File: config.mk
export PLATFORM = sky130hd
export DESIGN_NAME = accel_shell
export DESIGN_NICKNAME = d
export VERILOG_FILES = /design/src/shell_pkg.sv /design/src/mem_pkg.sv /design/src/host_regs.sv /design/src/run_sequencer.sv /design/src/fill_engine.sv /design/src/mem_write_port.sv /design/src/accel_shell.sv
export VERILOG_INCLUDE_DIRS = /design/src
export SDC_FILE = /design/constraint.sdc
export NUM_CORES = 1
export LEC_CHECK = 0
export ABC_AREA = 1
export BUFFER_PORTS_ARGS = -buffer_cell sky130_fd_sc_hd__buf_2
export CORE_MARGIN = 2
export CORE_UTILIZATION = 38
export CTS_BUF_LIST = sky130_fd_sc_hd__clkbuf_4
export DETAILED_ROUTE_END_ITERATION = 8
export PLACE_DENSITY = 0.65
export SYNTH_ARGS = -nofsm -noshare
export SYNTH_HDL_FRONTEND = slang
export SYNTH_SLANG_ARGS = --single-unit
File: constraint.sdc
create_clock -name ap_clk -period 4.97 [get_ports ap_clk]
set_clock_uncertainty 0.15 [all_clocks]
set_input_delay 0.2485 -clock ap_clk [delete_from_list [all_inputs] [get_ports ap_clk]]
set_output_delay 0.2485 -clock ap_clk [all_outputs]
set_load 0.01 [all_outputs]
File: src/shell_macros.svh
`ifndef SHELL_MACROS_SVH
`define SHELL_MACROS_SVH

////////////////////////////////////////////////////////////
// widths
////////////////////////////////////////////////////////////

`define HOST_ADDR_W 3   // host word address
`define DATA_W      32  // host and memory data
`define MEM_ADDR_W  32  // memory byte address
`define PENDING_W   8   // outstanding write counter
`define COUNT_W     16  // fill word count

////////////////////////////////////////////////////////////
// timing
////////////////////////////////////////////////////////////

// cycles the engine is held in reset after a start
`define RESET_DELAY 8

`endif

File: src/shell_pkg.sv
`default_nettype none

`include "shell_macros.svh"

package shell_pkg;

    // host register map, word addresses
    typedef enum logic [`HOST_ADDR_W-1:0] {
        reg_ctrl      = 0,  // bit0 start, bit1 soft reset, bit2 irq enable
        reg_status    = 1,  // bit0 done, bit1 idle, bit2 irq pending
        reg_mem_base  = 2,
        reg_cfg_op    = 4,
        reg_cfg_dst   = 5,
        reg_cfg_count = 6,
        reg_cfg_value = 7
    } host_reg_e;

    // run sequencer states
    typedef enum logic [1:0] {
        st_idle       = 2'd0,
        st_reset_wait = 2'd1,
        st_busy_wait  = 2'd2,
        st_running    = 2'd3
    } run_state_e;

endpackage

`default_nettype wire

File: src/mem_pkg.sv
`default_nettype none

package mem_pkg;

    // fill opcodes; unknown codes behave as op_fill_const
    typedef enum logic [1:0] {
        op_fill_const = 2'd0,  // every word gets value
        op_fill_incr  = 2'd1   // word gets value + index
    } fill_op_e;

endpackage

`default_nettype wire

File: src/host_regs.sv
`default_nettype none

`include "shell_macros.svh"

module host_regs
    import shell_pkg::*;
(
    input  wire                      ap_clk,
    input  wire                      reset,

    input  wire                      host_wr,
    input  wire                      host_rd,
    input  wire [`HOST_ADDR_W-1:0]   host_addr,
    input  wire [`DATA_W-1:0]        host_wdata,
    output logic [`DATA_W-1:0]       host_rdata,
    output logic                     host_rvalid,
    output logic                     interrupt,

    output logic                     run_start,
    output logic                     soft_reset,
    output logic [`MEM_ADDR_W-1:0]   mem_base,

    output logic                     cfg_wr,
    output host_reg_e                cfg_addr,
    output logic [`DATA_W-1:0]       cfg_data,

    input  wire run_state_e          run_state,
    input  wire                      run_done
);

    logic      regs_reset;
    host_reg_e host_reg;
    logic      irq_enable;
    logic      done;
    logic      irq_pending;
    logic      idle;

    assign regs_reset = reset | soft_reset;
    assign host_reg   = host_reg_e'(host_addr);
    assign idle       = (run_state == st_idle);

    ////////////////////////////////////////////////////////////
    // write decode
    ////////////////////////////////////////////////////////////

    assign run_start  = host_wr && (host_reg == reg_ctrl) && host_wdata[0];
    assign soft_reset = host_wr && (host_reg == reg_ctrl) && host_wdata[1];

    // engine config goes straight through, engine registers it
    assign cfg_wr   = host_wr && (host_reg inside {reg_cfg_op, reg_cfg_dst,
                                                   reg_cfg_count, reg_cfg_value});
    assign cfg_addr = host_reg;
    assign cfg_data = host_wdata;

    always_ff @(posedge ap_clk) begin
        if (regs_reset) begin
            irq_enable <= 1'b0;
            mem_base   <= '0;
        end else if (host_wr) begin
            case (host_reg)
                reg_ctrl:     irq_enable <= host_wdata[2];
                reg_mem_base: mem_base   <= `MEM_ADDR_W'(host_wdata);
                default: ;
            endcase
        end
    end

    ////////////////////////////////////////////////////////////
    // completion and interrupt
    ////////////////////////////////////////////////////////////

    always_ff @(posedge ap_clk) begin
        if (regs_reset) begin
            done        <= 1'b0;
            irq_pending <= 1'b0;
        end else begin
            if (run_done) begin
                done <= 1'b1;
            end else if (run_start && idle) begin
                done <= 1'b0;  // only an accepted start clears it
            end

            if (run_done && irq_enable) begin
                irq_pending <= 1'b1;
            end else if (host_wr && (host_reg == reg_status) && host_wdata[2]) begin
                irq_pending <= 1'b0;  // write one to clear
            end
        end
    end

    assign interrupt = irq_pending;

    ////////////////////////////////////////////////////////////
    // read path, one cycle latency
    ////////////////////////////////////////////////////////////

    always_ff @(posedge ap_clk) begin
        if (regs_reset) begin
            host_rvalid <= 1'b0;
        end else begin
            host_rvalid <= host_rd;
        end
    end

    always_ff @(posedge ap_clk) begin
        if (host_rd) begin
            case (host_reg)
                reg_ctrl:     host_rdata <= `DATA_W'({irq_enable, 2'b00});
                reg_status:   host_rdata <= `DATA_W'({irq_pending, idle, done});
                reg_mem_base: host_rdata <= `DATA_W'(mem_base);
                default:      host_rdata <= '0;  // cfg regs are write only
            endcase
        end
    end

endmodule

`default_nettype wire

File: src/run_sequencer.sv
`default_nettype none

`include "shell_macros.svh"

module run_sequencer
    import shell_pkg::*;
(
    input  wire         ap_clk,
    input  wire         reset,

    input  wire         run_start,
    input  wire         busy,
    input  wire         pending_zero,

    output logic        engine_reset,
    output run_state_e  run_state,
    output logic        run_done
);

    localparam int CTR_W = $clog2(`RESET_DELAY + 1);

    logic [CTR_W-1:0] reset_ctr;
    logic             complete;

    // run is over once the engine is quiet and memory has acked everything
    assign complete = (run_state == st_running) && !busy && pending_zero;
    assign run_done = complete;

    // engine only leaves reset once the delay has elapsed
    assign engine_reset = !((run_state == st_busy_wait) || (run_state == st_running));

    ////////////////////////////////////////////////////////////
    // state machine
    ////////////////////////////////////////////////////////////

    always_ff @(posedge ap_clk) begin
        if (reset) begin
            run_state <= st_idle;
            reset_ctr <= '0;
        end else begin
            case (run_state)
                st_idle: begin
                    reset_ctr <= '0;
                    if (run_start) begin
                        run_state <= st_reset_wait;
                    end
                end
                st_reset_wait: begin
                    if (reset_ctr == CTR_W'(`RESET_DELAY - 1)) begin
                        run_state <= st_busy_wait;
                        reset_ctr <= '0;
                    end else begin
                        reset_ctr <= reset_ctr + 1'b1;
                    end
                end
                st_busy_wait: begin
                    if (busy) begin  // wait for the engine to pick up
                        run_state <= st_running;
                    end
                end
                st_running: begin
                    if (complete) begin
                        run_state <= st_idle;
                    end
                end
                default: run_state <= st_idle;
            endcase
        end
    end

endmodule

`default_nettype wire

File: src/fill_engine.sv
`default_nettype none

`include "shell_macros.svh"

module fill_engine
    import shell_pkg::*;
    import mem_pkg::*;
(
    input  wire                      ap_clk,
    input  wire                      engine_reset,

    input  wire                      cfg_wr,
    input  wire host_reg_e           cfg_addr,
    input  wire [`DATA_W-1:0]        cfg_data,

    output logic                     busy,
    output logic                     eng_wr_valid,
    output logic [`MEM_ADDR_W-1:0]   eng_wr_addr,
    output logic [`DATA_W-1:0]       eng_wr_data
);

    fill_op_e                cfg_op;
    logic [`MEM_ADDR_W-1:0]  cfg_dst;
    logic [`COUNT_W-1:0]     cfg_count;
    logic [`DATA_W-1:0]      cfg_value;

    logic                    launched;
    logic [`COUNT_W-1:0]     word_idx;

    ////////////////////////////////////////////////////////////
    // config registers, kept across engine reset
    ////////////////////////////////////////////////////////////

    always_ff @(posedge ap_clk) begin
        if (cfg_wr) begin
            case (cfg_addr)
                reg_cfg_op:    cfg_op    <= fill_op_e'(cfg_data[1:0]);
                reg_cfg_dst:   cfg_dst   <= `MEM_ADDR_W'(cfg_data);
                reg_cfg_count: cfg_count <= `COUNT_W'(cfg_data);
                reg_cfg_value: cfg_value <= cfg_data;
                default: ;
            endcase
        end
    end

    ////////////////////////////////////////////////////////////
    // write generator
    ////////////////////////////////////////////////////////////

    always_ff @(posedge ap_clk) begin
        if (engine_reset) begin
            launched     <= 1'b0;
            busy         <= 1'b0;
            eng_wr_valid <= 1'b0;
            word_idx     <= '0;
        end else if (!launched) begin
            launched <= 1'b1;  // busy goes up even for a zero count
            busy     <= 1'b1;
        end else if (busy) begin
            if (word_idx != cfg_count) begin
                eng_wr_valid <= 1'b1;
                word_idx     <= word_idx + 1'b1;
            end else begin
                eng_wr_valid <= 1'b0;
                busy         <= 1'b0;  // drops the cycle after the last write
            end
        end
    end

    // payload follows the index, qualified by eng_wr_valid
    always_ff @(posedge ap_clk) begin
        eng_wr_addr <= cfg_dst + (`MEM_ADDR_W'(word_idx) << 2);
        case (cfg_op)
            op_fill_incr: eng_wr_data <= cfg_value + `DATA_W'(word_idx);
            default:      eng_wr_data <= cfg_value;
        endcase
    end

endmodule

`default_nettype wire

File: src/mem_write_port.sv
`default_nettype none

`include "shell_macros.svh"

module mem_write_port (
    input  wire                      ap_clk,
    input  wire                      reset,

    input  wire [`MEM_ADDR_W-1:0]    mem_base,
    input  wire                      eng_wr_valid,
    input  wire [`MEM_ADDR_W-1:0]    eng_wr_addr,
    input  wire [`DATA_W-1:0]        eng_wr_data,
    input  wire                      mem_ack,

    output logic                     mem_wr_valid,
    output logic [`MEM_ADDR_W-1:0]   mem_wr_addr,
    output logic [`DATA_W-1:0]       mem_wr_data,
    output logic                     pending_zero
);

    logic [`PENDING_W-1:0] pending;

    // no added latency on the write path
    assign mem_wr_valid = eng_wr_valid;
    assign mem_wr_addr  = eng_wr_addr + mem_base;
    assign mem_wr_data  = eng_wr_data;

    ////////////////////////////////////////////////////////////
    // outstanding write count
    ////////////////////////////////////////////////////////////

    always_ff @(posedge ap_clk) begin
        if (reset) begin
            pending <= '0;
        end else begin
            case ({mem_wr_valid, mem_ack})
                2'b10: pending <= pending + 1'b1;
                2'b01: begin
                    // acks from before a soft reset must not wrap the count
                    if (pending != '0) begin
                        pending <= pending - 1'b1;
                    end
                end
                default: ;  // both or neither, count holds
            endcase
        end
    end

    assign pending_zero = (pending == '0);

endmodule

`default_nettype wire

File: src/accel_shell.sv
`default_nettype none

`include "shell_macros.svh"

module accel_shell
    import shell_pkg::*;
(
    input  wire                      ap_clk,
    input  wire                      reset,

    // host register port
    input  wire                      host_wr,
    input  wire                      host_rd,
    input  wire [`HOST_ADDR_W-1:0]   host_addr,
    input  wire [`DATA_W-1:0]        host_wdata,
    output wire [`DATA_W-1:0]        host_rdata,
    output wire                      host_rvalid,
    output wire                      interrupt,

    // memory write port
    output wire                      mem_wr_valid,
    output wire [`MEM_ADDR_W-1:0]    mem_wr_addr,
    output wire [`DATA_W-1:0]        mem_wr_data,
    input  wire                      mem_ack
);

    wire                      run_start;
    wire                      soft_reset;
    wire                      core_reset;
    wire [`MEM_ADDR_W-1:0]    mem_base;

    wire                      cfg_wr;
    wire host_reg_e           cfg_addr;
    wire [`DATA_W-1:0]        cfg_data;

    wire run_state_e          run_state;
    wire                      run_done;
    wire                      engine_reset;
    wire                      pending_zero;

    wire                      busy;
    wire                      eng_wr_valid;
    wire [`MEM_ADDR_W-1:0]    eng_wr_addr;
    wire [`DATA_W-1:0]        eng_wr_data;

    assign core_reset = reset | soft_reset;

    host_regs host_regs (
        .ap_clk       (ap_clk),
        .reset        (reset),
        .host_wr      (host_wr),
        .host_rd      (host_rd),
        .host_addr    (host_addr),
        .host_wdata   (host_wdata),
        .host_rdata   (host_rdata),
        .host_rvalid  (host_rvalid),
        .interrupt    (interrupt),
        .run_start    (run_start),
        .soft_reset   (soft_reset),
        .mem_base     (mem_base),
        .cfg_wr       (cfg_wr),
        .cfg_addr     (cfg_addr),
        .cfg_data     (cfg_data),
        .run_state    (run_state),
        .run_done     (run_done)
    );

    run_sequencer run_sequencer (
        .ap_clk       (ap_clk),
        .reset        (core_reset),
        .run_start    (run_start),
        .busy         (busy),
        .pending_zero (pending_zero),
        .engine_reset (engine_reset),
        .run_state    (run_state),
        .run_done     (run_done)
    );

    fill_engine fill_engine (
        .ap_clk       (ap_clk),
        .engine_reset (engine_reset | soft_reset),  // soft reset stops writes at once
        .cfg_wr       (cfg_wr),
        .cfg_addr     (cfg_addr),
        .cfg_data     (cfg_data),
        .busy         (busy),
        .eng_wr_valid (eng_wr_valid),
        .eng_wr_addr  (eng_wr_addr),
        .eng_wr_data  (eng_wr_data)
    );

    mem_write_port mem_write_port (
        .ap_clk       (ap_clk),
        .reset        (core_reset),
        .mem_base     (mem_base),
        .eng_wr_valid (eng_wr_valid),
        .eng_wr_addr  (eng_wr_addr),
        .eng_wr_data  (eng_wr_data),
        .mem_ack      (mem_ack),
        .mem_wr_valid (mem_wr_valid),
        .mem_wr_addr  (mem_wr_addr),
        .mem_wr_data  (mem_wr_data),
        .pending_zero (pending_zero)
    );

endmodule

`default_nettype wire

# Word level (Yosys, flattened, before mapping)
# Index checks and enable logic that the tools add are counted.
[op_classes]
add_sub_neg = 7
mul = 0
n_div = 0
magnitude_cmp = 0
n_eq_ne = 19
shifts = 0
mux = 19
bitwise = 2
reduce_logical = 32
[ops]
columns = ["operator", "n"]
rows = [
  ["$pmux W32 S3", 1],
  ["$add A32 B16 Y32", 1],
  ["$add A32 B18 Y32", 1],
  ["$add A32 B32 Y32", 1],
  ["$mux W32", 1],
  ["$add A16 B1 Y16 const B", 1],
  ["$ne A16 B16 Y1", 1],
  ["$pmux W8 S2", 1],
  ["$reduce_and A2 Y1", 8],
  ["$eq A3 B3 Y1 const B", 4],
  ["$logic_and A1 B1 Y1", 10],
  ["$add A8 B1 Y8 const B", 1],
  ["$logic_not A8 Y1", 1],
  ["$mux W1", 8],
  ["$mux W2", 4],
  ["$mux W8", 1],
  ["$ne A2 B1 Y1 const B", 4],
  ["$pmux W2 S4", 1],
  ["$pmux W4 S2", 1],
  ["$reduce_bool A2 Y1", 4],
  ["$reduce_bool A8 Y1", 1],
  ["$sub A8 B1 Y8 const B", 1],
  ["$eq A2 B1 Y1 const B", 3],
  ["$eq A2 B2 Y1 const B", 3],
  ["14 further kinds", 16],
]
[word_totals]
reg_bits = 247
latchBits = 0
ramBits = 0
mem_bits_ro = 0
mem_count = 0

# Logic depth before layout (Yosys ltp)
# Gate-level depths: netlist of the first run.
[depth]
depth_word = 6
ltp_mapped = 13
depth_no_buf = 13

# Hierarchy
# Synthesis of the first run repeated with hierarchy kept, for this count alone.
[hier_totals]
cells_unflattened = 2067
hier_area_um2 = 15041.9
[modules_own_cells]
columns = ["module", "instances", "cells_each", "area_per_inst_um2", "seq_area_each_um2"]
rows = [
  ["fill_engine", 1, 1075, 8428.1, 4124.0],
  ["mem_write_port", 1, 615, 3213.1, 160.2],
  ["host_regs", 1, 309, 2957.8, 1681.6],
  ["run_sequencer", 1, 63, 424.2, 120.1],
  ["accel_shell", 1, 5, 18.8, 0.0],
]

# Least setup slack after synthesis of the first run
# OpenSTA, ideal clock, no wires.
[synth_path]
path_type = "in2reg"
startpoint = "in host_addr[2]"
endpoint = "reg fill_engine.cfg_value[0] (enable)"
setup_time_ns = 0.422
arrival_ns = 1.712
path_slack_ns = 2.686
stages = 2
path_buffers = 0
path_cell_list = "nand2_1 > nor2_1"
[synth_via]
elab_chain_cells = 4
word_cells_on_any_way = 7
cone_classes = "4 x eq/ne; 3 x reduce/logical"
[synth_rtl]
columns = ["item", "line_no", "text"]
rows = [
  ["start, declared", "accel_shell.sv:14", "input wire [`HOST_ADDR_W-1:0] host_addr,"],
  ["$eq A3 B3 Y1, on equally long branches", "host_regs.sv:50, fill_engine.sv:36", ""],
  ["$reduce_bool A4 Y1", "host_regs.sv:50", "assign cfg_wr = host_wr && (host_reg inside {reg_cfg_op, reg_cfg_dst,"],
  ["$logic_and A1 B1 Y1", "host_regs.sv:50", ""],
  ["$reduce_and A2 Y1 (no source line) *", "--", ""],
  ["end signal, assigned", "fill_engine.sv:40", "reg_cfg_value: cfg_value <= cfg_data;"],
  ["end, declared", "fill_engine.sv:25", "logic [`DATA_W-1:0] cfg_value;"],
]
# Every way passes the cells marked *; elsewhere a longest branch is shown, timed or not.
# A chain may end at the register's enable or synchronous reset.

# Worst setup path in the final report of the first run
[layout_path]
startpoint = "reg host_regs.mem_base[0]"
endpoint = "out mem_wr_addr[28]"
[layout_via]
elab_chain_cells = 1
[layout_rtl]
columns = ["item", "line_no", "text"]
rows = [
  ["start, declared", "host_regs.sv:21", "output logic [`MEM_ADDR_W-1:0] mem_base,"],
  ["start signal, assigned", "host_regs.sv:62", "reg_mem_base: mem_base <= `MEM_ADDR_W'(host_wdata);"],
  ["$add A32 B32 Y32", "mem_write_port.sv:25", "assign mem_wr_addr = eng_wr_addr + mem_base;"],
  ["end, declared", "accel_shell.sv:22", "output wire [`MEM_ADDR_W-1:0] mem_wr_addr,"],
]
# Every way passes these cells.

==> results of run 1 <==
[area by class of cell]
class / instances / area, sq um / share of cell area [%]
Sequential cell: 247 / 6090 / 36.8
Inverter: 270 / 1010 / 6.13
Tap cell: 468 / 586 / 3.54
Clock buffer: 112 / 841 / 5.08
Timing Repair Buffer: 187 / 1170 / 7.05
Clock inverter: 18 / 140 / 0.847
Multi-Input combinational cell: 1345 / 6700 / 40.5
[logic make-up (layout without fill, tap and decap cells)]
logic type / count (synthesis) / after routing / synth area share, %
simple gates: 1030 / 1030 / 30.3
buf+inv: 295 / 587 / 8.13
xor+xnor: 54 / 54 / 3.40
fa+ha+maj: 79 / 79 / 7.32
compound gates: 182 / 182 / 7.12
flops: 247 / 247 / 43.7
[state kept, by name (all words and copies together), names as in the netlist]
| signal | count |
|---|---|
| fill_engine.busy | 1 |
| host_regs.irq_enable | 1 |
| fill_engine.cfg_value | 32 |
| fill_engine.eng_wr_valid | 1 |
| host_regs.host_rdata | 32 |
| fill_engine.cfg_op | 2 |
| run_sequencer.reset_ctr | 4 |
| fill_engine.cfg_count | 16 |
| host_regs.host_rvalid | 1 |
| fill_engine.cfg_dst | 32 |
| host_regs.mem_base | 32 |
| fill_engine.eng_wr_data | 32 |
| run_sequencer.run_state | 2 |
| host_regs.done | 1 |
| mem_write_port.pending | 8 |
| host_regs.interrupt | 1 |
| fill_engine.launched | 1 |
| fill_engine.eng_wr_addr | 32 |
| fill_engine.word_idx | 16 |
[Yosys cell counts]
cell      number
fa_1           4
nand3_1      120
a21oi_1      115
nor4_1         8
a22oi_1        1
nand2_4        2
a31oi_1        1
buf_8          1
xor2_1        44
o21ai_2        1
buf_1          2
nand3b_1      13
o21ai_1        1
clkbuf_1      12
or2_2          3
nor3_2         1
a21boi_0       1
nor3_1        14
a211oi_1       1
nand4_1       25
o211ai_1       1
dfxtp_1      133
xnor2_1       10
clkinv_1       1
buf_2         10
a22o_1         2
a221oi_1       1
inv_1        259
ha_1          75
a21oi_2        9
o22ai_1        2
o21ai_0       39
o21bai_1       5
inv_2         10
edfxtp_1     114
nand2_1      656
nor2_1       180
and2_1         5
a21o_1         2
nor2_2         3
[how the worst max path moves through the flow]
stage | from | endpoint | slack, ns | cells past startpoint
2_1_floorplan | host_addr[2] | fill_engine.cfg_value[0] | 2.69 | 2
3_3_place_gp | host_addr[1] | host_regs.mem_base[29] | 2.35 | 9
3_5_place_dp | host_addr[1] | host_regs.mem_base[25] | 2.30 | 9
4_1_cts | host_regs.mem_base[0] | mem_wr_addr[28] | 1.72 | 13
5_1_grt | host_regs.mem_base[0] | mem_wr_addr[28] | 1.46 | 13
6_report | host_regs.mem_base[0] | mem_wr_addr[28] | 1.77 | 13
[metal layers]
metal / part of all wire, % / wire length [microns] / track usage, % / vias up
met5: 0 / 0 / 0 / -
met4: 3.4 / 1330 / 8.85 / 0
met3: 5.6 / 2200 / 3.92 / 86
met2: 47 / 18500 / 35.5 / 375
met1: 44 / 17200 / 25.9 / 5854
li1: - / - / - / 6562
[report_power, final]
| group | internal (uW) | switching (uW) | total [uW] | leakage [uW] |
|---|---|---|---|---|
| clock | 1130 | 885 | 2020 | 0.000578 |
| sequential | 2220 | 58.5 | 2280 | 0.00217 |
| combinational | 205 | 365 | 570 | 0.00521 |
| total | 3550 | 1310 | 4860 | 0.00797 |
[worst max-delay path: cells and delay by family (launching register included)]
kind	cells	cell delay (ns)
AND/OR/NAND/NOR	10	0.99
adder cells (fa/ha/maj)	2	0.67
flip-flops	1	0.33
buffers and inverters	1	0.13
[stage by stage]
stage          util, %  hold slack, ns  instances
5_1_grt           45.5           0.131       2647
3_5_place_dp      41.6           0.188       2474
4_1_cts           45.5           0.129       2647
6_report          45.5           0.174       2647
3_3_place_gp      41.6           0.176       2474
2_1_floorplan        -           0.173       1887
[timing repair]
item                                   CTS  global route
hold buffers                            43             0
endpoints found under the hold margin  139             0
gates resized for setup                  0             0
==> run_results.csv, run 1 <==
group,metric,value,unit
status,status,"complete, no violations",
setup_path,rr_startpoint,"fill_engine.word_idx[1]",
sta,tns,0,ns
floorplan,core,36300,sq um
sta,slew_viol_final,0,
setup_path,critPathMostFrequentCell,"nand2_1",
placed_design,pre_cts_ws,2.30,ns
setup_path,required,4.57,ns
final_layout,num-fill-cells,3739,
final_layout,area_growth,18.8,%
setup_path,cp.arrival,2.80,ns
sta,worst_slew_pin_slew,1.13,ns
synth,synth_area,13900,sq um
sta,timing.slew.headroom,24.9,%
floorplan,die-height,195,microns
floorplan,die_width,195,microns
route,wire_per_inst,14.8,microns
placed_design,io_buffers,138,
global_routing,grt_pass1_vias,12525,
global_routing,antenna_found_initial,0,
floorplan,io-pin-count,139,
route,avgViaCountPerCell,4.86,
cts,cts_max_level,3,
setup_path,path_max_fanout,4,
synth,syn_nets,2006,
synth,yosysTopAreaCell,"edfxtp_1",
sta,rsz0062_at_grt,"false",
power,finalPower,4860,uW
cts,clkTransAtPathRegs,0.06,ns
setup_path,startpoint_type,"flop",
power,p_leak,0.00797,uW
cts,clock-sinks,247,
global_routing,grt_usage,20.9,%
final_layout,layout-drive-gt1-share,13.6,%
setup_path,ff2ff_path_depth,11,
cts,post_cts_buffers,0,
route,drt-initial-drc-count,848,
worst_hold_path,hold_end,"fill_engine.cfg_dst[15]",
power,peakVddDrop,0.206,mV
floorplan,dieArea,38200,sq um
synth,synthesis.instances,1887,
global_routing,grt_overflow,0,
final_layout,design_area,16500,sq um
synth,synth_top_area_share,24.6,%
placed_design,hpwl,30.3,mm
setup_path,slowest_stage,"fa_1",
route,vias,12877,
flow_run,maxCapViolations,0,
sta,fmax,312,MHz
route,firstDrtPassIters,5,
worst_hold_path,min_path_type,"input port to flop",
route,drcViolationCount,0,
cts,clk-insertion-delay-late,0.74,ns
global_routing,grt_pass1_wl,63.3,mm
worst_hold_path,holdPathStages,2,
global_routing,grt_max_degree,36,
synth,synth-seq-area-share,43.7,%
synth,synth.area.top_cells,"edfxtp_1 25%, dfxtp_1 19%, nand2_1 18%, inv_1 7.0%, ha_1 6.7%",
placed_design,gp_congestion,0.911,
cts,tritoncts,"built",
sta,hold_viol,0,
final_layout,final_common_cell,"nand2_1",
setup_path,reg2reg_slack,2.46,ns
final_layout,fin_nets,2241,
cts,cts_root_buffer,"clkbuf_4",
cts,cts_buffers,71,
placed_design,dpl_cell_area,15100,sq um
setup_path,slowest_delay,0.45,ns
synth,synth.avg_cell_area,7.37,sq um
setup_path,endpoint_kind,"primary output",
sta,worst_slack,1.77,ns
final_layout,diodes,0,
sta,min_period,3.20,ns
cts,clockBufferDepth,3,
setup_path,worstSetupPathType,"flop to primary output",
route,routed_wl,39.3,mm
worst_hold_path,holdCritStartpoint,"host_wdata[15]",
power,powerDensity,294,nW/um^2
route,ant_nets,0,
setup_path,r2r_end,"fill_engine.eng_wr_addr[28]",
synth,yosys_warnings,0,
floorplan,start_util,38.3,%
synth,synth.distinct_cells,40,
final_layout,final_cell_mix,"656 x nand2_1, 259 x inv_1, 177 x nor2_1, 138 x buf_2, 133 x dfxtp_1",
sta,finalSetupViolCount,0,
sta,post-route-period-util,64.4,%
setup_path,path_cells,"ha_1, fa_1, nand3_1, nand3_1, nand2_1, nand2_1, nand2_1, nand2_1, nand2_1, nand2_1, nand2_1, nand2_1, buf_2",
floorplan,rows,70,
synth,synth-seq-cells,247,
Note: power is estimated with default switching activity, not from simulation.
==> inputs of run 2 (changes only) <==
--- a/config.mk
+++ b/config.mk
@@ -12,7 +12,7 @@
 export CORE_UTILIZATION = 38
 export CTS_BUF_LIST = sky130_fd_sc_hd__clkbuf_4
 export DETAILED_ROUTE_END_ITERATION = 8
-export PLACE_DENSITY = 0.65
+export PLACE_DENSITY = 0.67
 export SYNTH_ARGS = -nofsm -noshare
 export SYNTH_HDL_FRONTEND = slang
 export SYNTH_SLANG_ARGS = --single-unit
==> constraint.sdc (replaced) <==
create_clock -name ap_clk -period 2.75 [get_ports ap_clk]
set_clock_uncertainty 0.15 [all_clocks]
set_input_delay 0.1375 -clock ap_clk [delete_from_list [all_inputs] [get_ports ap_clk]]
set_output_delay 0.1375 -clock ap_clk [all_outputs]
set_load 0.01 [all_outputs]
==> run 2 against run 1 <==
Against the previous run:
- clock power increased by 79%
- sequential share of layout area decreased by 2.0 points
- non-clock buffer count is 35 higher
- register-to-register slack worse by 2.1 ns
- wire length rose by 4.3%
- final cell count is 1.4% higher
- die area stayed put
- first-iteration DRC count down 4.8%
- critical path type unchanged
- utilization increased by 3.1 points
- largest cell class unchanged
- critical path depth is 3 lower
==> run_results.csv, run 2 (same netlist as run 1, synthesis figures left out) <==
group,metric,value,unit
power,p_leak,0.00824,uW
cts,clockBufferDepth,3,
route,firstDrtPassIters,5,
final_layout,area_growth,26.9,%
setup_path,slowest_delay,0.36,ns
floorplan,io-pin-count,139,
placed_design,pre_cts_ws,0.369,ns
cts,tritoncts,"built",
power,seq_power_share,46.5,%
final_layout,diodes,0,
sta,fmax,371,MHz
final_layout,multi_input_area,7480,sq um
power,intPower,6460,uW
sta,finalSetupViolCount,0,
sta,worst_slack,0.0520,ns
global_routing,antenna_found_initial,0,
sta,worst_slew_pin_slew,0.836,ns
global_routing,grt_pass1_vias,12846,
power,comb_power_share,12.8,%
route,routed_wl,40.9,mm
floorplan,die-height,195,microns
setup_path,endpoint_kind,"primary output",
sta,slew_viol_final,0,
cts,clock-sinks,247,
power,finalPower,8860,uW
global_routing,grt_overflow,0,
power,peakVddDrop,0.348,mV
cts,cts_buffers,72,
final_layout,final_common_cell,"nand2_1",
floorplan,die_width,195,microns
power,p_clk_share,40.8,%
setup_path,crit_buf_inv,2,
setup_path,cp_top_family,"simple AND/OR/NAND/NOR gates",
flow_run,maxCapViolations,0,
cts,cts_root_buffer,"clkbuf_4",
sta,timing.slew.headroom,44.3,%
global_routing,grt_max_degree,41,
power,powerDensity,502,nW/um^2
setup_path,cp.arrival,2.41,ns
setup_path,critPathMostFrequentCell,"nand2_2",
route,avgViaCountPerCell,4.92,
placed_design,io_buffers,138,
route,wire_per_inst,15.2,microns
final_layout,fin_nets,2277,
setup_path,required,2.46,ns
placed_design,gp_congestion,0.911,
final_layout,final_cell_mix,"607 x nand2_1, 259 x inv_1, 153 x nor2_1, 138 x buf_2, 117 x clkbuf_4",
final_layout,num-fill-cells,3481,
placed_design,hpwl,30.7,mm
final_layout,seq_area,6150,sq um
sta,rsz0062_at_grt,"true",
sta,hold_viol,0,
setup_path,startpoint_type,"flop",
setup_path,path_max_fanout,4,
sta,min_period,2.70,ns
cts,clkTransAtPathRegs,0.07,ns
cts,cts_max_level,3,
route,vias,13205,
setup_path,slowest_stage,"dfxtp_4",
global_routing,grt_usage,21.3,%
floorplan,dieArea,38200,sq um
worst_hold_path,min_path_type,"input port to flop",
setup_path,path_cells,"ha_4, a21oi_2, nand2_2, nand2_1, nand2_2, nand3_1, nand2_2, buf_4, xor2_2, buf_2",
route,drt-initial-drc-count,807,
route,ant_nets,0,
cts,clk-insertion-delay-late,0.72,ns
floorplan,core,36300,sq um
final_layout,layout-drive-gt1-share,22.5,%
power,p_switching,2400,uW
setup_path,reg2reg_slack,0.36,ns
power,switching_share,27.1,%
route,drcViolationCount,0,
floorplan,start_util,38.3,%
setup_path,worstSetupPathType,"flop to primary output",
global_routing,grt_pass1_wl,64.4,mm
status,status,"complete, no violations",
floorplan,rows,70,
sta,post-route-period-util,98.1,%
[run 2: cell types whose count changed in the layout (fill, tap and decap cells not counted), sizes merged]
cell         delta
dlygate4sd3     +3
clkinvlp        -1
bufinv          -1
buf            +32
clkbuf          +5
[run 2: final cells by class]
type                            count  share of cell area [%]
Tap cell                          468                    3.32
Timing Repair Buffer              222                    8.14
Clock buffer                      117                    4.98
Multi-Input combinational cell   1345                    42.4
Sequential cell                   247                    34.8
Inverter                          270                    5.78
Clock inverter                     16                   0.581
[run 2: metal layers]
| metal | wire length, microns | track usage, % | part of all wire [%] |
|---|---|---|---|
| met1 | 17300 | 25.4 | 42 |
| met2 | 20300 | 37.9 | 50 |
| met3 | 2150 | 4.13 | 5.2 |
| met4 | 1110 | 7.94 | 2.7 |
| met5 | 0 | 0 | 0 |
[run 2: final timing paths]
| check | to | startpoint | depth (start not counted) |
|---|---|---|---|
| worst max register to register | fill_engine.eng_wr_addr[28] | fill_engine.word_idx[0] | 11 |
| worst min-delay path | fill_engine.cfg_value[24] | host_wdata[24] | 2 |
| worst min register to register | fill_engine.eng_wr_addr[1] | fill_engine.cfg_dst[1] | 0 |
| worst max-delay path | mem_wr_addr[15] | host_regs.mem_base[2] | 10 |
[run 2: worst reg2reg max path, delay by kind of cell, from the launching register on]
kind                     cells  cell delay (ns)
buffers and inverters        1             0.06
AND/OR/NAND/NOR              7             0.65
adder cells (fa/ha/maj)      2             0.60
flip-flops                   1             0.46
AO/OA/AOI/OAI                1             0.36
[run 2: through the flow]
step / TNS, ns / hold WS (ns) / instance area, sq um / instances / utilization, %
floorplan: 0 / 0.0864 / 13900 / 1887 / -
global placement: 0 / 0.181 / 15200 / 2482 / 41.8
detailed placement: 0 / 0.189 / 15200 / 2482 / 41.8
CTS: -0.0862 / 0.0152 / 17100 / 2666 / 47.0
global route: -0.657 / 0.0326 / 17700 / 2685 / 48.6
finish: 0 / 0.0652 / 17700 / 2685 / 48.6
[run 2: timing repair]
action,4_1_cts,5_1_grt
hold buffers,46,0
gates cloned,0,0
hold endpoints to repair,242,0
setup buffers,5,19
resized for setup,88,126
endpoints found under the setup margin,25,24
pin swaps,13,33
[run 2: power by group through the flow]
stage / clock network, uW / registers [uW] / logic, uW
finish: 3610 / 4120 / 1130
global route: 3950 / 4130 / 1250
CTS: 3750 / 4120 / 1080
detailed placement: 0 / 4190 / 991
global placement: 0 / 4190 / 971
floorplan: 0 / 4180 / 648
